--- config.mk ---
export PLATFORM = sky130hd
export DESIGN_NAME = scanout
export DESIGN_NICKNAME = d
export VERILOG_FILES = /design/src/source/renderer_pkg.sv /design/src/source/scanout.sv
export SDC_FILE = /design/constraint.sdc
export NUM_CORES = 1
export LEC_CHECK = 0
export BUFFER_PORTS_ARGS = -buffer_cell sky130_fd_sc_hd__clkbuf_2
export CORE_MARGIN = 5
export CORE_UTILIZATION = 28
export CTS_BUF_LIST = sky130_fd_sc_hd__clkbuf_16
export DETAILED_ROUTE_END_ITERATION = 10
export HOLD_SLACK_MARGIN = 0.03
export SETUP_SLACK_MARGIN = 0.4
export SLEW_MARGIN = 10
export SYNTH_ARGS = -nofsm -noshare
export SYNTH_HDL_FRONTEND = slang
export SYNTH_SLANG_ARGS = --single-unit
--- constraint.sdc ---
create_clock -name clk -period 1.4 [get_ports clk]
set_clock_uncertainty 0.2 [all_clocks]
set_input_delay 0.14 -clock clk [delete_from_list [all_inputs] [get_ports clk]]
set_output_delay 0.14 -clock clk [all_outputs]
set_load 0.02 [all_outputs]
--- src/source/renderer_pkg.sv ---
/* Shared widths, register and scan structs, and the render state enum
   for the tile-layer scanline renderer */
`default_nettype none

package renderer_pkg;

  // Register file fields
  localparam int REG_DATA_WIDTH = 16;

  // Tilemap word and address, address is {layer, map row, map column}
  localparam int MAP_ADDR_WIDTH = 11;
  localparam int MAP_DATA_WIDTH = 16;
  localparam int TILE_FLIP_X_BIT = 15;
  localparam int TILE_FLIP_Y_BIT = 14;
  localparam int TILE_FLIP_XY_BIT = 13;

  // Tiles are 16 by 16 texels
  localparam int TILE_SIZE_LOG2 = 4;

  // VRAM holds two 8-bit texels per word, even texel in the low byte
  localparam int VRAM_ADDR_WIDTH = 16;
  localparam int VRAM_DATA_WIDTH = 16;
  localparam int TEXEL_WIDTH = 8;

  // Palette address is {bank, texel}, data is {blue, green, red}
  localparam int PAL_INDEX_WIDTH = 2;
  localparam int PAL_ADDR_WIDTH = 10;
  localparam int PAL_DATA_WIDTH = 24;
  localparam int RGB_WIDTH = 18;

  // Image coordinate widths, enough for up to 512 by 256 images
  localparam int IMAGE_X_WIDTH = 9;
  localparam int IMAGE_Y_WIDTH = 8;

  // Cycles from render_x to the line buffer write
  localparam int RENDER_DELAY = 4;

  typedef struct packed {
    logic enabled;
    logic flip_enable;
    logic nop_enable;
    logic transp_enable;
    logic [PAL_INDEX_WIDTH-1:0] palette;
    logic [REG_DATA_WIDTH-1:0] nop_value;
    logic [REG_DATA_WIDTH-1:0] color_key;
    logic [REG_DATA_WIDTH-1:0] data_offset;
    logic [REG_DATA_WIDTH-1:0] offset_x;
    logic [REG_DATA_WIDTH-1:0] offset_y;
  } tile_layer_regs_t;

  typedef struct packed {
    logic [REG_DATA_WIDTH-1:0] scroll_x;
    logic [REG_DATA_WIDTH-1:0] scroll_y;
  } scroll_regs_t;

  typedef struct packed {
    logic visible;
    logic [IMAGE_X_WIDTH-1:0] image_x;
    logic row_odd;
    logic col_odd;
    logic buf_half;
  } scan_pos_t;

  typedef enum logic [1:0] {
    idle,
    decide,
    draw_layer
  } render_state_t;

endpackage

`default_nettype wire

--- src/source/scanout.sv ---
/* Line buffer read addressing, clear control, color reduction and data enable */
`timescale 1ns/1ps
`default_nettype none

module scanout #(
  parameter int IMAGE_WIDTH = 320
) (
  input  logic clk,
  input  logic reset,
  input  renderer_pkg::scan_pos_t scan_pos,
  output logic [$clog2(2 * IMAGE_WIDTH)-1:0] rd_addr,
  output logic clear,
  input  logic [renderer_pkg::PAL_DATA_WIDTH-1:0] rd_data,
  output logic [renderer_pkg::RGB_WIDTH-1:0] rgb_out,
  output logic de
);
  import renderer_pkg::*;

  localparam int LB_ADDR_WIDTH = $clog2(2 * IMAGE_WIDTH);
  localparam int CHAN_WIDTH = RGB_WIDTH / 3;
  localparam int BYTE_WIDTH = PAL_DATA_WIDTH / 3;

  logic visible_d;

  // Read the half finished during the previous line pair
  assign rd_addr = LB_ADDR_WIDTH'(scan_pos.image_x) +
                   (scan_pos.buf_half ? LB_ADDR_WIDTH'(IMAGE_WIDTH) : '0);
  // Fourth read of a pixel, odd column of odd line
  assign clear = scan_pos.visible & scan_pos.row_odd & scan_pos.col_odd;

  always_ff @(posedge clk or posedge reset) begin
    if (reset) begin
      visible_d <= 1'b0;
      de <= 1'b0;
      rgb_out <= '0;
    end else begin
      // Visibility follows the one-cycle RAM read
      visible_d <= scan_pos.visible;
      de <= visible_d;
      // Top bits of blue, green, red, black outside the active area
      rgb_out <= visible_d ? {rd_data[3*BYTE_WIDTH-1 -: CHAN_WIDTH],
                              rd_data[2*BYTE_WIDTH-1 -: CHAN_WIDTH],
                              rd_data[BYTE_WIDTH-1 -: CHAN_WIDTH]} : '0;
    end
  end

endmodule

`default_nettype wire

# --- Word-level counts from Yosys, hierarchy flattened ---
# Cells that the tools add are included.
totals:
  out_inout_bits: 30
  elab_cells: 8
  reg_bits: 20
  input_bits: 39
classes:
  addsub: 1
  muxes: 2
  bitwise: 2
op_table:
  columns: ["cell", "count"]
  rows:
  - ["18-bit two-way mux", 1]
  - ["9-bit by 9-bit adder with 10-bit output", 1]
  - ["9-bit two-way mux", 1]
  - ["1-bit AND", 2]

# --- Logic depth before layout (Yosys ltp) ---
depth:
  word_depth: 2
  depth_mapped: 3
  mapped_depth_nobuf: 3

# --- Worst setup path before layout ---
# Ideal clock, no wire load.
synth_path:
  path_type: "input to output"
  startpoint: "in scan_pos[0] in the netlist's numbering"
  endpoint: "out rd_addr[8]"
  setup_slack_ns: 0.193
  arrival_ns: 0.867
  path_stages: 3
  path_buffers: 0
  cell_sequence: "ha_1 > ha_1 > xor2_1"
synth_between:
  elab_chain_cells: 2
synth_lines:
  columns: ["element", "line_no", "source"]
  rows:
  - ["from (decl)", "scanout.sv:10", "input renderer_pkg::scan_pos_t scan_pos,"]
  - ["9-bit two-way mux", "scanout.sv:27", "(scan_pos.buf_half ? LB_ADDR_WIDTH'(IMAGE_WIDTH) : '0);"]
  - ["9-bit by 9-bit adder with 10-bit output", "scanout.sv:26", "assign rd_addr = LB_ADDR_WIDTH'(scan_pos.image_x) +"]
  - ["to (decl)", "scanout.sv:11", "output logic [$clog2(2 * IMAGE_WIDTH)-1:0] rd_addr,"]
# No other way between the ends.

# --- Final worst setup path ---
# Same ends and word-level chain as after synthesis.

==> results.rst <==
.. list-table::
   :header-rows: 1

   * - Metric
     - Value
   * - Outcome
     - completed
   * - Root Buffer
     - clkbuf_16
   * - DRC viols
     - 0
   * - H-tree depth
     - 1
   * - Number of antenna violations at the first check in global routing
     - 0
   * - Clock share of power
     - 35.9%
   * - Critical register-to-register path startpoint
     - visible_d$_DFF_PP0_
   * - Share of the clock period used by the worst path after layout
     - 85.25%
   * - Tightest slew margin relative to the limit
     - 83.47%
   * - Routed vias/inst
     - 4.157
   * - Worst Setup SP
     - scan_pos[0]
   * - DR WL/cell
     - 13.54 um
   * - Largest net degree at the start of global routing
     - 21
   * - Post-synthesis async set-or-reset flop share
     - 100.0%
   * - Area after detailed placement
     - 0.001056 mm^2
   * - Type of origin of the critical path
     - input pin
   * - Worst Path Class, Setup
     - input pin to primary output
   * - Type of destination of the critical path
     - primary output
   * - Most used standard cells in the synthesized netlist
     - dfrtp_1 (20), and2_2 (14), buf_4 (6)
   * - GRT Overall Usage
     - 9.979%
   * - Hold path startpoint
     - scan_pos[6]
   * - Global-route wire length before repair
     - 2.773 mm
   * - Synth-to-layout area growth
     - 109.2%
   * - Chip width
     - 61.82 um
   * - Inserted Clock Buffers
     - 3
   * - Worst slew pin tran
     - 0.2479 ns
   * - Antenna-violating nets left
     - 0
   * - Synthesized area divided by synthesized cell count
     - 14.46 um^2
   * - Complex-gate fraction of the synthesized area
     - 1.165%
   * - Synth Area in Simple Gates
     - 18.14%
   * - Sw Ratio
     - 21.42%
   * - Core ar.
     - 0.002522 mm^2
   * - Last weighted congestion value of the routability-driven placer
     - 0.6952
   * - Internal power of the cells
     - 1.203 mW
   * - CP required
     - 1.06 ns
   * - Final global-route overflow total
     - 0
   * - Cells taking the most area after synthesis
     - dfrtp_1 (67%), and2_2 (14%), buf_4 (6.0%)
   * - Syn Inst Count
     - 52
   * - Combinational power share
     - 23.3%
   * - Setup TNS
     - 0 ns
   * - Count of flip-flops with a built-in enable after synthesis
     - 0
   * - Leading cell type by number of instances after synthesis
     - dfrtp_1
   * - Layout Nets
     - 167
   * - Final hold vios
     - 0
   * - Warnings, synthesis
     - 0
   * - Layout fillers
     - 210
   * - Total Die Area
     - 0.003822 mm^2
   * - Net switching component of the power
     - 0.3278 mW
   * - Max Buffers Root-to-Sink
     - 2
   * - # rows
     - 18
   * - Achievable frequency
     - 837.8 MHz
   * - Number of I/O port buffers
     - 50
   * - Violation count after the first detailed-routing iteration
     - 8
   * - Setup repair after global routing missed its margin
     - yes
   * - Worst Path Arrival
     - 0.85 ns
   * - Post-route design area
     - 0.001573 mm^2
   * - Number of non-filler instances in the completed layout
     - 153
   * - Area of the multi-input gates
     - 284.0 um^2
   * - TritonCTS clock tree
     - built
   * - Syn_nets
     - 94
   * - Leakage
     - 0.7958 nW
   * - Area leader, netlist
     - dfrtp_1
   * - Minimum period implied by the final worst setup slack
     - 1.194 ns
   * - Via count of the first global-routing pass
     - 631
   * - Via count
     - 636
   * - Synth Flop Type
     - dfrtp_1
   * - Seq. cell area
     - 501.7 um^2
   * - Insertion delay to the later sink of the worst-skew pair
     - 0.24 ns
   * - Sequential fraction of the synthesis area
     - 66.56%
   * - Number of slew-limit violations in the final report
     - 0
   * - Starting Density
     - 29.81%
   * - Top Ports
     - 69
   * - Max-cap check violation count
     - 0
   * - Final setup violating endpoints
     - 0
   * - Share of the synthesized area in the top cell type
     - 66.56%
   * - Biggest fanout along the worst timing path
     - 2
   * - Pwr/cell area
     - 973.2 mW/mm^2
   * - Number of placed instances, taps included
     - 126
   * - Final wirelength
     - 2.071 mm
   * - Number of distinct library cells after synthesis
     - 10
   * - Number of flip-flops and latches in the synthesized netlist
     - 20
   * - Sequential share of power
     - 40.8%
   * - Height of the die
     - 61.82 um
   * - Xor and xnor fraction of the mapped netlist area
     - 1.165%
   * - Final antenna diode count
     - 0
   * - Combinational family with the most area after synthesis
     - simple AND/OR/NAND/NOR gates
   * - Post-Synth Adder-Cell Area
     - 4.992%
   * - Sinks on the clock net
     - 20
   * - Fraction of final layout cells with drive strength greater than 1
     - 66.67%
   * - IR Drop Worst-Case VDD
     - 0.0007661 V
   * - Hold/Removal Path Class
     - input pin to primary output
   * - Mapped cell area
     - 752.0 um^2
   * - Share of synthesized area spent on multiplexers
     - 0%
   * - Number of detailed-route iterations in the first pass
     - 2
[metal layers]
| metal | global-route usage, % | vias up | part of all wire, % |
|---|---|---|---|
| met5 | 0 | - | 0 |
| met4 | 2.727 | 0 | 0 |
| met3 | 4.959 | 0 | 13 |
| met2 | 19.88 | 42 | 53 |
| met1 | 8.568 | 299 | 34 |
| li1 | - | 295 | - |
[logic make-up after synthesis]
kind of cell,count (synthesis)
buffers and inverters,8
xor gates and xnor gates,1
and+or+nand+nor,19
AOI/OAI and AO/OA,1
adders and majority gates,3
DFF,20
[state kept, by name, indices dropped and copies added, names as in the netlist]
signal and cells:
rgb_out 18, visible_d 1, de 1
[critical path: stages]
cell	delay [ns]
buf_8	0.10
ha_4	0.16
ha_4	0.17
xor2_4	0.15
buf_8	0.13
[stage by stage]
stage / power, mW / util [%] / hold slack, ns / worst slack [ns]
6_report: 1.531 / 62.35 / 0.08001 / 0.2064
5_1_grt: 1.599 / 62.35 / 0.08003 / 0.1883
4_1_cts: 1.461 / 52.38 / -0.07924 / 0.1697
3_5_place_dp: 0.8418 / 41.87 / -0.04488 / 0.1051
3_3_place_gp: 0.8371 / 41.87 / -0.04367 / 0.1179
2_1_floorplan: 0.7835 / - / -0.09617 / 0.3743
[power groups by stage]
stage / combinational [mW] / clock [mW] / sequential [mW]
global route: 0.383 / 0.588 / 0.627
finish: 0.357 / 0.549 / 0.625
CTS: 0.279 / 0.563 / 0.618
detailed placement: 0.210 / 0 / 0.632
global placement: 0.206 / 0 / 0.631
floorplan: 0.119 / 0 / 0.664
[path summary, 6_finish.rpt]
kind / endpoint / slack (ns) / depth (start not counted)
worst max register to register: rgb_out[4]$_DFF_PP0_ / 0.38 / 2
worst min-delay path: rd_addr[3] / 0.08 / 0
min in group asynchronous: rgb_out[4]$_DFF_PP0_ / 0.29 / 4
worst max-delay path: rd_addr[8] / 0.21 / 5
worst min register to register: de$_DFF_PP0_ / 0.37 / 1
max in group asynchronous: visible_d$_DFF_PP0_ / 0.49 / 4
[cell type report]
class,instances,area share (%)
repair buffers,75,42.64
multi-input cells,24,18.06
well taps,30,2.387
clock buffers,3,4.773
flip-flops and latches,20,31.90
inverters,1,0.2387
[timing repair]
action,4_1_cts,5_1_grt
hold buffers,10,10
endpoints found under the setup margin,41,41
pin swaps,5,4
buffers inserted,3,0
hold endpoints to repair,39,10
cloned,1,0
gates resized for setup,18,76
[placed cells by master (no fill, tap or decap)]
cell	n
clkbuf_2	26
buf_6	23
dlygate4sd3_1	20
dfrtp_1	19
and2_4	18
buf_8	4
ha_4	3
clkbuf_16	3
xor2_4	1
a31o_4	1
and3_1	1
inv_1	1
clkbuf_8	1
buf_4	1
dfrtp_2	1
Power figures use the tool's default switching activity.
