===== config.mk =====
export PLATFORM = sky130hd
export DESIGN_NAME = scan_timing
export DESIGN_NICKNAME = d
export VERILOG_FILES = /design/src/source/renderer_pkg.sv /design/src/source/scan_timing.sv
export SDC_FILE = /design/constraint.sdc
export NUM_CORES = 1
export LEC_CHECK = 0
export BUFFER_PORTS_ARGS = -buffer_cell sky130_fd_sc_hd__buf_2
export CORE_MARGIN = 2
export CORE_UTILIZATION = 49
export CTS_BUF_LIST = sky130_fd_sc_hd__clkbuf_4 sky130_fd_sc_hd__clkbuf_8 sky130_fd_sc_hd__clkbuf_16
export CTS_CLUSTER_DIAMETER = 150
export CTS_CLUSTER_SIZE = 20
export DETAILED_ROUTE_END_ITERATION = 6
export GPL_ROUTABILITY_DRIVEN = 0
export PLACE_DENSITY = 0.72
export SYNTH_ARGS = -nofsm -noshare
export SYNTH_HDL_FRONTEND = slang
export SYNTH_SLANG_ARGS = --single-unit

===== constraint.sdc =====
create_clock -name clk -period 2 [get_ports clk]
set_clock_uncertainty 0.15 [all_clocks]
set_input_delay 0.3 -clock clk [delete_from_list [all_inputs] [get_ports clk]]
set_output_delay 0.3 -clock clk [all_outputs]
set_load 0.02 [all_outputs]

===== src/source/renderer_pkg.sv =====
/* Shared widths, register and scan structs, and the render state enum
   for the tile-layer scanline renderer */
`default_nettype none

package renderer_pkg;

  // Register file fields
  localparam int REG_DATA_WIDTH = 16;

  // Tilemap word and address, address is {layer, map row, map column}
  localparam int MAP_ADDR_WIDTH = 11;
  localparam int MAP_DATA_WIDTH = 16;
  localparam int TILE_FLIP_X_BIT = 15;
  localparam int TILE_FLIP_Y_BIT = 14;
  localparam int TILE_FLIP_XY_BIT = 13;

  // Tiles are 16 by 16 texels
  localparam int TILE_SIZE_LOG2 = 4;

  // VRAM holds two 8-bit texels per word, even texel in the low byte
  localparam int VRAM_ADDR_WIDTH = 16;
  localparam int VRAM_DATA_WIDTH = 16;
  localparam int TEXEL_WIDTH = 8;

  // Palette address is {bank, texel}, data is {blue, green, red}
  localparam int PAL_INDEX_WIDTH = 2;
  localparam int PAL_ADDR_WIDTH = 10;
  localparam int PAL_DATA_WIDTH = 24;
  localparam int RGB_WIDTH = 18;

  // Image coordinate widths, enough for up to 512 by 256 images
  localparam int IMAGE_X_WIDTH = 9;
  localparam int IMAGE_Y_WIDTH = 8;

  // Cycles from render_x to the line buffer write
  localparam int RENDER_DELAY = 4;

  typedef struct packed {
    logic enabled;
    logic flip_enable;
    logic nop_enable;
    logic transp_enable;
    logic [PAL_INDEX_WIDTH-1:0] palette;
    logic [REG_DATA_WIDTH-1:0] nop_value;
    logic [REG_DATA_WIDTH-1:0] color_key;
    logic [REG_DATA_WIDTH-1:0] data_offset;
    logic [REG_DATA_WIDTH-1:0] offset_x;
    logic [REG_DATA_WIDTH-1:0] offset_y;
  } tile_layer_regs_t;

  typedef struct packed {
    logic [REG_DATA_WIDTH-1:0] scroll_x;
    logic [REG_DATA_WIDTH-1:0] scroll_y;
  } scroll_regs_t;

  typedef struct packed {
    logic visible;
    logic [IMAGE_X_WIDTH-1:0] image_x;
    logic row_odd;
    logic col_odd;
    logic buf_half;
  } scan_pos_t;

  typedef enum logic [1:0] {
    idle,
    decide,
    draw_layer
  } render_state_t;

endpackage

`default_nettype wire


===== src/source/scan_timing.sv =====
/* Raster counters, sync outputs, render start strobe and scanout position */
`timescale 1ns/1ps
`default_nettype none

module scan_timing #(
  parameter int IMAGE_WIDTH = 320,
  parameter int IMAGE_HEIGHT = 240,
  parameter int H_TOTAL = 800,
  parameter int H_SYNC_START = 656,
  parameter int H_SYNC_END = 752,
  parameter int V_TOTAL = 525,
  parameter int V_SYNC_START = 490,
  parameter int V_SYNC_END = 492
) (
  input  logic clk,
  input  logic reset,
  output logic render_start,
  output logic [renderer_pkg::IMAGE_Y_WIDTH-1:0] render_row,
  output logic render_half,
  output renderer_pkg::scan_pos_t scan_pos,
  output logic h_sync,
  output logic v_sync
);
  import renderer_pkg::*;

  localparam int H_WIDTH = $clog2(H_TOTAL);
  localparam int V_WIDTH = $clog2(V_TOTAL);

  logic [H_WIDTH-1:0] h_count;
  logic [V_WIDTH-1:0] v_count;
  logic line_end;
  logic last_pair;
  logic render_pair;

  assign line_end = h_count == H_WIDTH'(H_TOTAL - 1);

  always_ff @(posedge clk or posedge reset) begin
    if (reset) begin
      h_count <= '0;
      v_count <= '0;
      h_sync <= 1'b1;
      v_sync <= 1'b1;
    end else begin
      if (line_end) begin
        h_count <= '0;
        v_count <= (v_count == V_WIDTH'(V_TOTAL - 1)) ? '0 : v_count + 1'b1;
      end else begin
        h_count <= h_count + 1'b1;
      end
      // Syncs are active low
      h_sync <= !(h_count >= H_SYNC_START && h_count < H_SYNC_END);
      v_sync <= !(v_count >= V_SYNC_START && v_count < V_SYNC_END);
    end
  end

  // Last blanking pair prepares row 0 for the next frame
  assign last_pair = v_count >= V_WIDTH'(V_TOTAL - 2);
  // No render in the last visible pair, nothing follows it on screen
  assign render_pair = (v_count < V_WIDTH'(2 * IMAGE_HEIGHT - 2)) || last_pair;
  assign render_start = (h_count == '0) && !v_count[0] && render_pair;

  // Row shown by the next line pair
  assign render_row = last_pair ? '0 : IMAGE_Y_WIDTH'(v_count >> 1) + 1'b1;
  assign render_half = render_row[0];

  // Each image pixel covers two columns and two lines
  assign scan_pos.visible = (h_count < H_WIDTH'(2 * IMAGE_WIDTH)) &&
                            (v_count < V_WIDTH'(2 * IMAGE_HEIGHT));
  assign scan_pos.image_x = IMAGE_X_WIDTH'(h_count >> 1);
  assign scan_pos.row_odd = v_count[0];
  assign scan_pos.col_odd = h_count[0];
  // Half holding the row on screen now
  assign scan_pos.buf_half = v_count[1];

endmodule

`default_nettype wire


* After elaboration in Yosys (flattened, before gate mapping)
Cells that the tools add are included.
Widths: inputs -> output; s select.
** Word-level totals
- Word-level logic and storage cells :: 30
- Flip-flop bits (word level) :: 22
- Output and inout port bits :: 25
** Cells by class
- Muxes and demuxes :: 3
- Reductions and logical operators :: 10
- Eq/ne operators :: 2
- Magnitude comparators :: 8
- Add/subtract/negate cells :: 3
** Operators with widths (count)
- $lt 10x9->1 const B :: 3
- $add 10x1->10 const B :: 2
- $eq 10x10->1 const B :: 2
- $ge 10x10->1 const B :: 2
- $lt 10x10->1 const B :: 2
- $mux 10 :: 2
- $ge 10x9->1 const B :: 1
- $logic_not 10->1 :: 1
- $add 8x1->8 const B :: 1
- $mux 8 :: 1
- $logic_and 1x1->1 :: 5
- $logic_not 1->1 :: 3
- $logic_or 1x1->1 :: 1

* Longest topological paths before layout
- Word-level depth :: 3
- Depth in mapped cells :: 6
- Depth with buffers taken out :: 6

* Worst setup path before layout
No wires, ideal clock.
- Kind :: reg-to-output
- Start :: register v_count[6]
- End :: output port render_row[0] (netlist bit)
- Path buffers :: 2
- Setup slack :: -0.263 ns
- Data arrival time :: 1.813 ns
- Required time :: 1.550 ns
- Stages on the path, launching flop included :: 7
- Path through :: dfrtp_1 buf_6 or4_4 nor2_1 a21boi_2 nor2_1 buf_4
** Between the ends
- Longest elaborated chain between the ends :: 2
** Ends and longest elaborated chain
- from (decl) :: line scan_timing.sv:30 : logic [V_WIDTH-1:0] v_count;
- from (signal assigned) :: line scan_timing.sv:46 : v_count <= (v_count == V_WIDTH'(V_TOTAL - 1)) ? '0 : v_count + 1'b1;
- $ge 10x10->1 :: line scan_timing.sv:57 : assign last_pair = v_count >= V_WIDTH'(V_TOTAL - 2);
- $mux 8 :: line scan_timing.sv:63 : assign render_row = last_pair ? '0 : IMAGE_Y_WIDTH'(v_count >> 1) + 1'b1;
- to (decl) :: line scan_timing.sv:18 : output logic [renderer_pkg::IMAGE_Y_WIDTH-1:0] render_row,
No other way between the ends.

* Final worst setup path
- Start :: register v_count[8]
- End :: output port render_row[1] (netlist bit)
Same word-level chain as after synthesis.

==> impl_summary.log <==
INFO  metric status = complete, but fails checks
INFO  metric failing_checks = setup timing
INFO  metric total_power = 0.713 mW
INFO  metric unique_masters_post_synth = 43
INFO  metric achievable-frequency = 0.426 GHz
INFO  metric power_density_relative_to_cell_area = 380 mW/mm^2
INFO  metric die_x = 58.0 um
INFO  metric instances_no_fill = 222
INFO  metric critical_path_class = flop to primary output
INFO  metric maxSlewHeadroom = 0.757
INFO  metric critical_path_peak_fanout = 5
INFO  metric seq_area_frac_synth = 0.386
INFO  metric cts_buffers = 3
INFO  metric hold_viol_final = 0
INFO  metric drt-initial-drc-count = 42
INFO  metric post_route_setup_tns = -3.13 ns
INFO  metric antennaDiodeCount = 0
INFO  metric yosys_register_bits = 22
INFO  metric port_bufs = 26
INFO  metric worst-endpoint-required = 1.55 ns
INFO  metric finalHoldWorstSlack = 0.404 ns
INFO  metric gr-total-overflow = 0
INFO  metric path_cells = or4_4 > nor2_4 > a21boi_4 > buf_6 > nor2b_1 > buf_4
INFO  metric cts-htree-levels = 1
INFO  metric final_layout_net_count = 200
INFO  metric num_rows = 19
INFO  metric detailroute.via_count = 1273
INFO  metric ys.warnings.count = 0
INFO  metric totalWireLength = 3670 um
INFO  metric timing.critical_path.slowest_cell_delay = 0.56 ns
INFO  metric cp_data_arrival_time = 1.90 ns
INFO  metric ys_dominant_reg_cell = dfrtp_1
INFO  metric design.die.area = 0.00337 mm^2
INFO  metric tritoncts = done
INFO  metric switchingPower = 0.154 mW
INFO  metric drt_pre_antenna_iters = 4
INFO  metric drive_above_1_share = 0.445
INFO  metric grt_max_degree = 23
INFO  metric core-area = 0.00276 mm^2
INFO  metric fillCellCount = 223
INFO  metric detailed_place_hpwl = 2410 um
INFO  metric placement.setup.worst_slack = -0.0201 ns
INFO  metric sinks_on_clock_net = 22
INFO  metric final_antenna_net_count = 0
INFO  metric start_util = 0.519
INFO  metric cpMaxStageDelayCell = or4_4
INFO  metric cpLargestDelayFamily = simple AND/OR/NAND/NOR gates
INFO  metric synth-edff-count = 0
INFO  metric worst-slew-pin-transition = 0.365 ns
INFO  metric wire_length_of_the_first_global_routing_pass = 5630 um
INFO  metric clkSlewWorstSetupHoldPaths = 0.13 ns
INFO  metric post_drt_wl_per_cell = 16.5 um
INFO  metric worst-r2r-setup-slack = -0.02 ns
INFO  metric timing.final.crit_period = 2.35 ns
INFO  metric report.final.setup_viol = 13
INFO  metric ctsRootBufferMaster = clkbuf_4
INFO  metric timing.final.max_slew_violations = 0
INFO  metric synth_area_per_inst = 9.74 um^2
INFO  metric dpl.cell_count = 211
INFO  metric max_cap_viol_count = 0
INFO  metric grt_antenna_before_repair = 0
INFO  metric timing.final.crit_share = 1.17
INFO  metric share_clk_of_total_power = 0.358
INFO  metric cts_max_path_bufs = 2
INFO  metric ios = 27
INFO  metric clock_latency = 0.31 ns
INFO  metric die_h = 58.0 um
INFO  metric timing.hold.worst.class = primary input to asynchronous set/reset pin
INFO  metric synth_area = 0.00143 mm^2
INFO  metric viasPerCell = 5.73
INFO  metric final.setup.worst_slack = -0.348 ns
INFO  metric grt_usage = 0.218
INFO  metric seqPwrFrac = 0.624
INFO  metric synth_async_sr_flop_share = 1.00
INFO  metric remaining_drc_errors = 0
INFO  metric worstSetupStartpointType = flop
INFO  metric critPathBufInv = 2
INFO  metric unrepaired_setup_endpoints_after_global_routing = true
INFO  metric syn_nets = 155
INFO  metric cellLeakagePower = 0.873 nW
INFO  metric portion_of_total_power_attributed_to_combinational_logic = 0.018
INFO  metric cp-end-kind = primary output
INFO  metric internal_power = 0.560 mW
INFO  metric power.share.switching = 0.215
INFO  metric layout_overhead_on_the_synthesized_area = 31.2%
INFO  metric ir_drop = 0.311 mV
INFO  metric number_of_global_route_vias_before_repair = 1165
INFO  metric synthesis.instances = 147
-- final timing paths --
check,startpoint,endpoint,cells past startpoint
min,reset,h_count[4],4
min in group clk,h_count[0],h_count[0],2
max reg2reg,v_count[8],v_count[3],6
min reg2reg,h_count[0],h_count[0],2
max,v_count[8],render_row[1],6
max in group asynchronous,reset,h_sync,4
-- layer usage --
layer	track usage	routed length, um
met5	0	0
met4	0.0797	19
met3	0.0201	218
met2	0.336	1830
met1	0.320	1610
-- Yosys cell counts (3+ instances only) --
| library cell | n | area, um^2 |
|---|---|---|
| dfrtp_1 | 20 | 500 |
| nor2_1 | 15 | 56.3 |
| nand2_1 | 13 | 48.8 |
| nand3_1 | 8 | 40.0 |
| xnor2_1 | 8 | 70.1 |
| xor2_1 | 8 | 70.1 |
| o21ai_0 | 7 | 35.0 |
| ha_1 | 6 | 75.1 |
| inv_1 | 6 | 22.5 |
| buf_4 | 5 | 37.5 |
| nor3_1 | 5 | 25.0 |
| buf_6 | 4 | 45.0 |
| clkbuf_1 | 3 | 11.3 |
-- metrics by stage --
step	instance area (um^2)	utilization
6_report	1880	0.681
2_1_floorplan	1460	-
4_1_cts	1800	0.651
5_1_grt	1880	0.681
3_3_place_gp	1680	0.608
3_5_place_dp	1680	0.608
-- area by class of cell --
cell class / instances / area [um^2] / area share
tap: 31 / 38.8 / 0.0207
multi-input combinational: 106 / 831 / 0.442
inverter: 6 / 22.5 / 0.0120
timing repair buffer: 53 / 394 / 0.210
sequential: 22 / 556 / 0.296
clock buffer: 4 / 36.3 / 0.0193
-- power groups by stage --
stage | sequential (mW) | clock (mW) | combinational, mW
floorplan | 0.453 | 0 | 0.00661
global placement | 0.453 | 0 | 0.0114
detailed placement | 0.453 | 0 | 0.0120
CTS | 0.445 | 0.264 | 0.0135
global route | 0.445 | 0.280 | 0.0152
finish | 0.445 | 0.255 | 0.0129
-- worst register-to-register path, cell delays in order (launching register included) --
cell and delay, ns:
dfrtp_1 0.40, or4_4 0.56, buf_4 0.15, buf_4 0.13, nor3_4 0.25, a2bb2oi_1 0.18
o31ai_1 0.09
-- what timing repair did --
item | CTS | global route
gates resized for setup | 21 | 16
hold endpoints to repair | 20 | 0
setup buffers | 2 | 4
endpoints found under the setup margin | 10 | 14
hold buffers | 1 | 0
pin swaps | 8 | 5
-- layout by cell type (no fill, tap or decap), types with 2 or more instances in the layout --
cell / synthesis / layout
buf_4: 5 / 27
dfrtp_1: 20 / 18
buf_2: 1 / 16
nand2_1: 13 / 13
buf_6: 4 / 9
xnor2_1: 8 / 8
nand3_1: 8 / 8
xor2_1: 8 / 8
o21ai_0: 7 / 7
nor2_1: 15 / 7
inv_1: 6 / 6
nor2_4: 0 / 6
ha_1: 6 / 5
nor3_1: 5 / 4
clkbuf_4: 0 / 3
and3_2: 1 / 2
and4_2: 2 / 2
nand4_1: 2 / 2
o211ai_1: 2 / 2
nor2b_1: 2 / 2
nor2_2: 0 / 2
or4_1: 2 / 2
nor4b_1: 2 / 2
o31ai_1: 2 / 2
dfrtp_2: 0 / 2
dfstp_2: 2 / 2
-- registers in the layout (all words and copies together) (netlist names) --
register  flops
v_count      10
h_count      10
h_sync        1
v_sync        1
-- cells by family after synthesis --
family | share of synthesized area
and+or+nand+nor | 0.270
DFF | 0.386
AOI/OAI and AO/OA | 0.108
buffers and inverters | 0.0848
xor gates and xnor gates | 0.0979
adders and majority gates | 0.0524
Power figures use the tool's default switching activity.
