<file path="src/source/renderer_pkg.sv">
/* Shared widths, register and scan structs, and the render state enum
   for the tile-layer scanline renderer */
`default_nettype none

package renderer_pkg;

  // Register file fields
  localparam int REG_DATA_WIDTH = 16;

  // Tilemap word and address, address is {layer, map row, map column}
  localparam int MAP_ADDR_WIDTH = 11;
  localparam int MAP_DATA_WIDTH = 16;
  localparam int TILE_FLIP_X_BIT = 15;
  localparam int TILE_FLIP_Y_BIT = 14;
  localparam int TILE_FLIP_XY_BIT = 13;

  // Tiles are 16 by 16 texels
  localparam int TILE_SIZE_LOG2 = 4;

  // VRAM holds two 8-bit texels per word, even texel in the low byte
  localparam int VRAM_ADDR_WIDTH = 16;
  localparam int VRAM_DATA_WIDTH = 16;
  localparam int TEXEL_WIDTH = 8;

  // Palette address is {bank, texel}, data is {blue, green, red}
  localparam int PAL_INDEX_WIDTH = 2;
  localparam int PAL_ADDR_WIDTH = 10;
  localparam int PAL_DATA_WIDTH = 24;
  localparam int RGB_WIDTH = 18;

  // Image coordinate widths, enough for up to 512 by 256 images
  localparam int IMAGE_X_WIDTH = 9;
  localparam int IMAGE_Y_WIDTH = 8;

  // Cycles from render_x to the line buffer write
  localparam int RENDER_DELAY = 4;

  typedef struct packed {
    logic enabled;
    logic flip_enable;
    logic nop_enable;
    logic transp_enable;
    logic [PAL_INDEX_WIDTH-1:0] palette;
    logic [REG_DATA_WIDTH-1:0] nop_value;
    logic [REG_DATA_WIDTH-1:0] color_key;
    logic [REG_DATA_WIDTH-1:0] data_offset;
    logic [REG_DATA_WIDTH-1:0] offset_x;
    logic [REG_DATA_WIDTH-1:0] offset_y;
  } tile_layer_regs_t;

  typedef struct packed {
    logic [REG_DATA_WIDTH-1:0] scroll_x;
    logic [REG_DATA_WIDTH-1:0] scroll_y;
  } scroll_regs_t;

  typedef struct packed {
    logic visible;
    logic [IMAGE_X_WIDTH-1:0] image_x;
    logic row_odd;
    logic col_odd;
    logic buf_half;
  } scan_pos_t;

  typedef enum logic [1:0] {
    idle,
    decide,
    draw_layer
  } render_state_t;

endpackage

`default_nettype wire

</file>
<file path="src/source/layer_sequencer.sv">
/* Render FSM that walks the tile layers and steps render_x over one row */
`timescale 1ns/1ps
`default_nettype none

module layer_sequencer #(
  parameter int IMAGE_WIDTH = 320,
  parameter int NUM_LAYERS = 2
) (
  input  logic clk,
  input  logic reset,
  input  logic render_start,
  input  renderer_pkg::tile_layer_regs_t [NUM_LAYERS-1:0] layer_regs,
  output logic draw,
  output logic layer,
  output logic [renderer_pkg::IMAGE_X_WIDTH-1:0] render_x
);
  import renderer_pkg::*;

  // One extra count marks that every layer is done
  localparam int COUNT_WIDTH = $clog2(NUM_LAYERS + 1);

  render_state_t state;
  logic [COUNT_WIDTH-1:0] layer_count;
  logic row_end;

  assign row_end = render_x == IMAGE_X_WIDTH'(IMAGE_WIDTH - 1);

  always_ff @(posedge clk or posedge reset) begin
    if (reset) begin
      state <= idle;
      layer_count <= '0;
      render_x <= '0;
    end else begin
      case (state)
        idle: begin
          // New row pair, start from the bottom layer
          if (render_start) begin
            state <= decide;
            layer_count <= '0;
          end
        end
        decide: begin
          if (layer_count == COUNT_WIDTH'(NUM_LAYERS)) begin
            state <= idle;
          end else if (layer_regs[layer].enabled) begin
            state <= draw_layer;
            render_x <= '0;
          end else begin
            // Disabled layer costs one cycle
            layer_count <= layer_count + 1'b1;
          end
        end
        draw_layer: begin
          if (row_end) begin
            state <= decide;
            layer_count <= layer_count + 1'b1;
          end else begin
            render_x <= render_x + 1'b1;
          end
        end
        default: begin
          state <= idle;
        end
      endcase
    end
  end

  // Tilemap holds one layer bit
  assign layer = layer_count[0];
  assign draw = state == draw_layer;

endmodule

`default_nettype wire

</file>
<file path="config.mk">
export PLATFORM = sky130hd
export DESIGN_NAME = layer_sequencer
export DESIGN_NICKNAME = d
export VERILOG_FILES = /design/src/source/renderer_pkg.sv /design/src/source/layer_sequencer.sv
export SDC_FILE = /design/constraint.sdc
export NUM_CORES = 1
export LEC_CHECK = 0
export BUFFER_PORTS_ARGS = -buffer_cell sky130_fd_sc_hd__clkbuf_2
export CAP_MARGIN = 20
export CORE_AREA = 2 2 71 73
export DETAILED_ROUTE_END_ITERATION = 6
export DIE_AREA = 0 0 73 75
export GPL_ROUTABILITY_DRIVEN = 0
export PLACE_DENSITY_LB_ADDON = 0.1
export REMOVE_ABC_BUFFERS = 1
export SYNTH_ARGS = -nofsm -noshare
export SYNTH_HDL_FRONTEND = slang
export SYNTH_SLANG_ARGS = --single-unit
</file>
<file path="constraint.sdc">
create_clock -name clk -period 1.7 [get_ports clk]
set_input_delay 0.255 -clock clk [delete_from_list [all_inputs] [get_ports clk]]
set_output_delay 0.255 -clock clk [all_outputs]
set_load 0.05 [all_outputs]
</file>
== Word level (Yosys, flattened, before mapping) ==
Index checks and enable logic that the tools add are counted.

* Bits in registers: 13
* Bits of input ports: 175
* Output and inout port bits: 11
* Logic and storage cells: 39

* $add $sub $neg: 2
* Order comparisons: 1
* Equal/unequal tests: 11
* Muxes and demuxes: 16
* Reductions and logical operators: 6

{| class="wikitable"
|+ Operator list
! cell !! number
|-
| $mux 86 || 2
|-
| $mux 9 || 3
|-
| $pmux 9 s2 || 1
|-
| $mux 2 || 8
|-
| $pmux 2 s3 || 2
|-
| $ne 2x2->1 const B || 5
|-
| $add 9x1->9 const B || 1
|-
| $eq 9x9->1 const B || 1
|-
| $reduce_and 5->1 || 1
|-
| $eq 2x2->1 const B || 2
|-
| $reduce_and 4->1 || 1
|-
| $ne 3x3->1 const B || 1
|-
| $reduce_and 3->1 || 1
|-
| $reduce_bool 3->1 || 1
|-
| $add 2x1->2 const B || 1
|-
| $eq 2x1->1 const B || 1
|-
| $logic_not 2->1 || 1
|-
| $lt 1x2->1 const B || 1
|-
| $ne 2x1->1 const B || 1
|-
| $reduce_bool 2->1 || 1
|}

== Depth between registers and ports, before layout ==
Gate-level depths: netlist of run 1.

* Word-level depth: 5
* Mapped depth: 7
* Mapped depth without buffers: 6

== Least setup slack after synthesis of run 1 ==
No wires, ideal clock.

* Kind: flip-flop to flip-flop
* Start point: reg state[0]
* End point: reg render_x[8] (netlist bit)
* Library setup time: 0.126 ns
* Arrival time: 2.007 ns
* Required time: 1.574 ns
* Path slack: -0.433 ns
* Stages on the path, launching flop included: 8
* Path buffers: 1
* Clock period less this slack: 2.133 ns
* Cells stage by stage: dfrtp_1 inv_1 ha_1 buf_2 and2b_1 a31oi_4 a21o_1 a221o_1

* Word-level cells in the longest chain between the ends: 3
* Elaborated cells between the ends (all ways): 8
* Those cells by class: eq/ne: 5; mux: 1; reduce/logical: 2

{| class="wikitable"
|+ Ends and longest elaborated chain
! element !! RTL line !! RTL
|-
| start: declaration || layer_sequencer.sv:22 || <nowiki>render_state_t state;</nowiki>
|-
| start signal: assignment || layer_sequencer.sv:30 || <nowiki>state <= idle;</nowiki>
|-
| start signal: assignment || layer_sequencer.sv:38 || <nowiki>state <= decide;</nowiki>
|-
| start signal: assignment || layer_sequencer.sv:44 || <nowiki>state <= idle;</nowiki>
|-
| $eq 2x2->1 * || -- ||
|-
| named net draw || layer_sequencer.sv:13 || <nowiki>output logic draw,</nowiki>
|-
| $ne 2x2->1 (no source line) / $reduce_bool 2->1 (equally long branches) || -- ||
|-
| $reduce_and 4->1 (no source line) || -- ||
|-
| end signal: assignment || layer_sequencer.sv:58 || <nowiki>render_x <= render_x + 1'b1;</nowiki>
|-
| end: declaration || layer_sequencer.sv:15 || <nowiki>output logic [renderer_pkg::IMAGE_X_WIDTH-1:0] render_x</nowiki>
|}

The timed path passes the listed nets; every way through them passes the cells marked *.
A chain may end at the register's enable or synchronous reset.

== Worst setup path in the final report of run 1 ==
* Start point: reg state[0]
* End point: reg render_x[8] (netlist bit)

* Word-level cells in the longest chain between the ends: 3
* Elaborated cells between the ends (all ways): 8
* Those cells by class: eq/ne: 5; mux: 1; reduce/logical: 2

{| class="wikitable"
|+ Ends and longest elaborated chain
! element !! RTL line !! RTL
|-
| $eq 2x1->1 / $eq 2x2->1 (equally long branches) || layer_sequencer.sv:34 || <nowiki>case (state)</nowiki>
|-
| $ne 2x2->1 (no source line) / $reduce_bool 2->1 (equally long branches) || -- ||
|-
| $reduce_and 4->1 (no source line) || -- ||
|}

Parallel ways exist; a longest one is shown, timed or not.

==> flow_summary.json, run 1 <==
{
  "mostFrequentLayoutCells": "clkbuf_2 (15), buf_4 (15), dfrtp_1 (12), a22o_1 (4), o21ai_0 (4)",
  "grtUsageTotal": 0.0929,
  "postLayoutCellArea_sq_um": 1230,
  "synth-seq-cells": 13,
  "period_needed_ns": 1.63,
  "antenna_cells": 0,
  "grt_pass1_wl_um": 3800,
  "fmax_mhz": 614,
  "max-vdd-ir-drop_v": 0.000474,
  "ios": 186,
  "drv_cap": 0,
  "io_buffers": 15,
  "crit_required_ns": 1.83,
  "yosysTopAreaCellShare": 0.365,
  "viasPerCell": 4.41,
  "grt_pass1_vias": 772,
  "cts_tree": "built",
  "tightest_slew_ns": 0.533,
  "placementRows": 25,
  "syn_inst": 82,
  "drtIter0Drc": 4,
  "rsz0062_at_grt": "yes",
  "path_cells": "inv_2, ha_2, and2b_2, a31oi_4, nor2_4, a221o_1",
  "hold_class": "input port to asynchronous set/reset pin",
  "htree_levels": 1,
  "syn_avg_cell_area_sq_um": 10.9,
  "die-area_sq_um": 5480,
  "antenna_found_initial": 0,
  "yosysUniqueCellTypes": 38,
  "finalClockSkew_ns": 0.00257,
  "cts_sinks": 13,
  "startpoint_type": "register",
  "p_per_area_nw_per_um2": 1490,
  "chipWidth_um": 73,
  "ys_warn_count": 0,
  "root_buffer": "clkbuf_8",
  "fp.coreArea_sq_um": 4660,
  "p_leak_nw": 0.579,
  "grt-ovfl-total": 0,
  "finalSetupViolCount": 0,
  "grt_max_degree": 14,
  "synth_area_sq_um": 891,
  "ant_nets": 0,
  "first_pass_iters": 4,
  "end_kind": "register",
  "fin_crit_sh": 0.959,
  "synthTopCellsByArea": "dfrtp_1 (37%), ha_1 (8.4%), a22o_1 (3.9%)",
  "finalMaxSlewViolations": 0,
  "nNetsFinal": 297,
  "dpl.hpwl_um": 1800,
  "start_util": 0.191,
  "max-slew-margin-rel": 0.644,
  "cp.arrival_ns": 1.76,
  "routedWlPerCell_um": 13.4,
  "chipHeight_um": 75,
  "status": "finished clean",
  "total_power_w": 0.00183,
  "area_growth_pct": 38.2,
  "path_clk_slew_ns": 0.06,
  "dr_total_vias": 746,
  "hold_viol_final": 0,
  "max_stage_delay_ns": 0.42,
  "tritoncts.num_buffers": 3,
  "cts_buffer_depth": 2,
  "synth_top_area_cell": "dfrtp_1",
  "post-route-drc-count": 0,
  "place_area_sq_um": 1130,
  "cp_max_fo": 6,
  "rrSetupSlack_ns": 0.07,
  "drt-total-wl_um": 2260,
  "synth-seq-area-share": 0.365,
  "slowest_stage": "dfrtp_2",
  "path_class": "register to register",
  "ctsHoldBuffers": 0,
  "drive_above_1_share": 0.443,
  "clock_latency_ns": 0.25
}
critical path, delay by kind of cell, from the launching register on:
family / cells / cell delay, ns
AOI/OAI and AO/OA: 2 / 0.54
adders and majority gates: 1 / 0.19
buffers and inverters: 1 / 0.05
DFF: 1 / 0.42
and+or+nand+nor: 2 / 0.32
cell type report:
class	count	area, sq um
fillers	485	3430
multi-input cells	63	586
flip-flops and latches	13	327
repair buffers	30	188
well taps	54	67.6
clock buffers	4	45.0
inverters	5	18.8
power breakdown:
group | internal, W | leakage (nW) | switching [W]
clock network | 0.000166 | 0.0228 | 0.000121
registers | 0.000381 | 0.174 | 0.0000718
logic | 0.000481 | 0.381 | 0.000609
total | 0.00103 | 0.579 | 0.000802
cells by family after synthesis:
kind of cell	synth area share
AO/OA/AOI/OAI	0.222
adder cells (fa/ha/maj)	0.0843
XOR/XNOR	0.00983
buffers and inverters	0.0267
multiplexers	0.0702
AND/OR/NAND/NOR	0.222
flip-flops	0.365
worst paths after layout:
kind	from	endpoint	cells after the start
hold / removal	reset	render_x[2]$_DFFE_PP0P_	2
setup / recovery	state[0]$_DFFE_PP0P_	render_x[8]$_DFFE_PP0P_	6
hold reg to reg	layer_count[1]$_DFFE_PP0P_	layer_count[1]$_DFFE_PP0P_	1
max in group asynchronous	reset	state[0]$_DFFE_PP0P_	2
setup reg to reg	state[0]$_DFFE_PP0P_	render_x[8]$_DFFE_PP0P_	6
min in group clk	render_start	state[1]$_DFFE_PP0P_	3
registers in the layout (all words and copies together) (netlist names):
signal	count
layer_count	2
state	2
render_x	9
through the flow:
stage / hold slack [ns] / cells / setup TNS (ns) / worst slack [ns] / util
2_1_floorplan: 0.132 / 81 / -2.76 / -0.402 / -
3_3_place_gp: 0.324 / 163 / 0 / 0.0149 / 0.242
3_5_place_dp: 0.327 / 163 / 0 / 0.00654 / 0.242
4_1_cts: 0.0566 / 167 / 0 / 0.0158 / 0.251
5_1_grt: 0.0745 / 169 / -0.0119 / -0.0119 / 0.264
6_report: 0.0187 / 169 / 0 / 0.0701 / 0.264
layer usage:
| layer | global-route usage | vias to the layer above | part of all wire | wire (um) |
|---|---|---|---|---|
| met5 | 0 | - | 0 | 0 |
| met4 | 0.0370 | 0 | 0.016 | 37 |
| met3 | 0.0161 | 4 | 0.027 | 60 |
| met2 | 0.150 | 14 | 0.48 | 1080 |
| met1 | 0.123 | 352 | 0.48 | 1080 |
| li1 | - | 376 | - | - |
synthesized netlist by cell type:
cell and instances:
mux2_4 2, a221o_1 1, o21ai_4 1, o211ai_1 1, nand2b_1 2, a31oi_4 1
mux2_2 1, inv_1 5, nand3_2 1, a22o_1 4, nor2b_1 2, buf_2 1
nor2_4 1, o21ai_0 4, xnor2_1 1, and2_1 2, o22ai_1 1, and3_1 1
a31o_1 1, mux2i_1 1, nand4_1 2, mux2_1 1, nor2_1 3, nand2_1 3
nor4_1 1, o211ai_2 1, ha_1 6, a21o_1 3, a41oi_1 1, nand4bb_4 1
nand3_1 2, and4_1 1, nand4_2 1, a21oi_1 2, or4b_1 1, a31oi_1 3
and2b_1 3, dfrtp_1 13
what timing repair did:
| item | CTS | global route |
|---|---|---|
| setup buffers | 0 | 2 |
| endpoints found under the setup margin | 1 | 8 |
| gates resized for setup | 0 | 11 |
| pin swaps | 1 | 3 |
No activity file was read; power rests on OpenSTA's default activity.
==> inputs of run 2 (changes only) <==
--- a/config.mk
+++ b/config.mk
@@ -11,7 +11,7 @@
 export DETAILED_ROUTE_END_ITERATION = 6
 export DIE_AREA = 0 0 73 75
 export GPL_ROUTABILITY_DRIVEN = 0
-export PLACE_DENSITY_LB_ADDON = 0.1
+export PLACE_DENSITY = 0.68
 export REMOVE_ABC_BUFFERS = 1
 export SYNTH_ARGS = -nofsm -noshare
 export SYNTH_HDL_FRONTEND = slang
==> flow_summary.json, run 2 (synthesis gave the netlist of run 1 again) <==
{
  "status": "finished clean",
  "area_growth_pct": 35.0,
  "viasPerCell": 4.47,
  "clock_latency_ns": 0.24,
  "first_pass_iters": 4,
  "cts_buffer_depth": 2,
  "max-slew-margin-rel": 0.667,
  "finalClockSkew_ns": 0.000443,
  "timing.rr.start": "state[1]$_DFFE_PP0P_",
  "drtIter0Drc": 9,
  "die-area_sq_um": 5480,
  "routedWlPerCell_um": 12.0,
  "start_util": 0.191,
  "crit_start": "state[1]$_DFFE_PP0P_",
  "crit_required_ns": 1.83,
  "regMostFlops": "render_x",
  "grtUsageTotal": 0.0779,
  "period_needed_ns": 1.64,
  "drt-total-wl_um": 1990,
  "dr_total_vias": 742,
  "p_leak_nw": 0.562,
  "chipHeight_um": 75,
  "ctsHoldBuffers": 0,
  "largest_reg_flops": 9,
  "antenna_cells": 0,
  "grt-ovfl-total": 0,
  "slowest_stage": "dfrtp_1",
  "tightest_slew_ns": 0.499,
  "ant_nets": 0,
  "hold_class": "input port to asynchronous set/reset pin",
  "antenna_found_initial": 0,
  "hold_viol_final": 0,
  "cts_sinks": 13,
  "pre_cts_ws_ns": -0.00224,
  "met3_length_um": 51,
  "root_buffer": "clkbuf_8",
  "path_class": "register to register",
  "tritoncts.num_buffers": 3,
  "nNetsFinal": 294,
  "ios": 186,
  "grt_pass1_vias": 739,
  "grt_max_degree": 14,
  "fmax_mhz": 609,
  "setup_tns_ns": 0,
  "hold_slack_ns": 0.0114,
  "rrSetupSlack_ns": 0.06,
  "fin_crit_sh": 0.966,
  "finalMaxSlewViolations": 0,
  "worst_slack_ns": 0.0582,
  "mostFrequentLayoutCells": "clkbuf_2 (15), dfrtp_1 (12), buf_4 (12), a22o_1 (4), o21ai_0 (4)",
  "layout_commonest_cell": "clkbuf_2",
  "route.met2.wl_um": 1030,
  "top_layer": "met4",
  "placementRows": 25,
  "post-route-drc-count": 0,
  "io_buffers": 15,
  "fp.coreArea_sq_um": 4660,
  "p_per_area_nw_per_um2": 1490,
  "startpoint_type": "register",
  "path_cells": "inv_2, ha_4, and2b_2, a31oi_4, nor2_4, a221o_1",
  "drive_above_1_share": 0.420,
  "grt_pass1_wl_um": 3300,
  "routedLengthMet1_um": 889,
  "dpl.hpwl_um": 1540,
  "finalSetupViolCount": 0,
  "utilization": 0.258,
  "largest_registers": "render_x: 9 flops, layer_count: 2 flops, state: 2 flops",
  "chipWidth_um": 73,
  "path_clk_slew_ns": 0.06,
  "max_stage_delay_ns": 0.42,
  "cp.arrival_ns": 1.77,
  "htree_levels": 1,
  "end_kind": "register",
  "drv_cap": 0,
  "cts_tree": "built",
  "max-vdd-ir-drop_v": 0.000877,
  "cp_max_fo": 6
}
run 2: final timing paths:
kind / to / cells after the start
setup / recovery: render_x[8]$_DFFE_PP0P_ / 6
hold / removal: layer_count[0]$_DFFE_PP0P_ / 2
setup reg to reg: render_x[8]$_DFFE_PP0P_ / 6
hold reg to reg: layer_count[1]$_DFFE_PP0P_ / 1
max in group asynchronous: state[0]$_DFFE_PP0P_ / 2
min in group clk: state[1]$_DFFE_PP0P_ / 3
run 2: final cells by class:
class / count / area, sq um
Clock buffer: 4 / 45.0
Fill cell: 486 / 3460
Inverter: 5 / 18.8
Multi-Input combinational cell: 63 / 579
Sequential cell: 13 / 327
Tap cell: 54 / 67.6
Timing Repair Buffer: 27 / 165
run 2: power by group:
part | switching (W) | total (W) | internal, W
combinational | 0.000590 | 0.00106 | 0.000471
sequential | 0.0000741 | 0.000456 | 0.000382
clock | 0.000112 | 0.000278 | 0.000166
run 2: critical path: cells and delay by family, from the launching register on:
family                   cells  cell delay, ns
AO/OA/AOI/OAI                2            0.53
flip-flops                   1            0.42
AND/OR/NAND/NOR              2            0.34
adder cells (fa/ha/maj)      1            0.15
buffers and inverters        1            0.10
run 2: layer usage:
metal	up-vias	track usage
met5	-	0
met4	0	0.0267
met3	2	0.0134
met2	11	0.132
met1	355	0.100
li1	374	-
run 2: metrics by stage:
stage,instance area (sq um),instances,total power [W]
after CTS,1160,166,0.00175
after floorplan,886,81,0.00117
after detailed placement,1110,161,0.00145
after global placement,1110,161,0.00143
final,1200,166,0.00179
after global routing,1200,166,0.00192
run 2: what timing repair did:
item | CTS | global route
endpoints found under the hold margin | 0 | 0
buffers inserted | 1 | 0
endpoints found under the setup margin | 3 | 7
gates resized for setup | 0 | 10
pin swaps | 1 | 2
gates cloned | 0 | 0
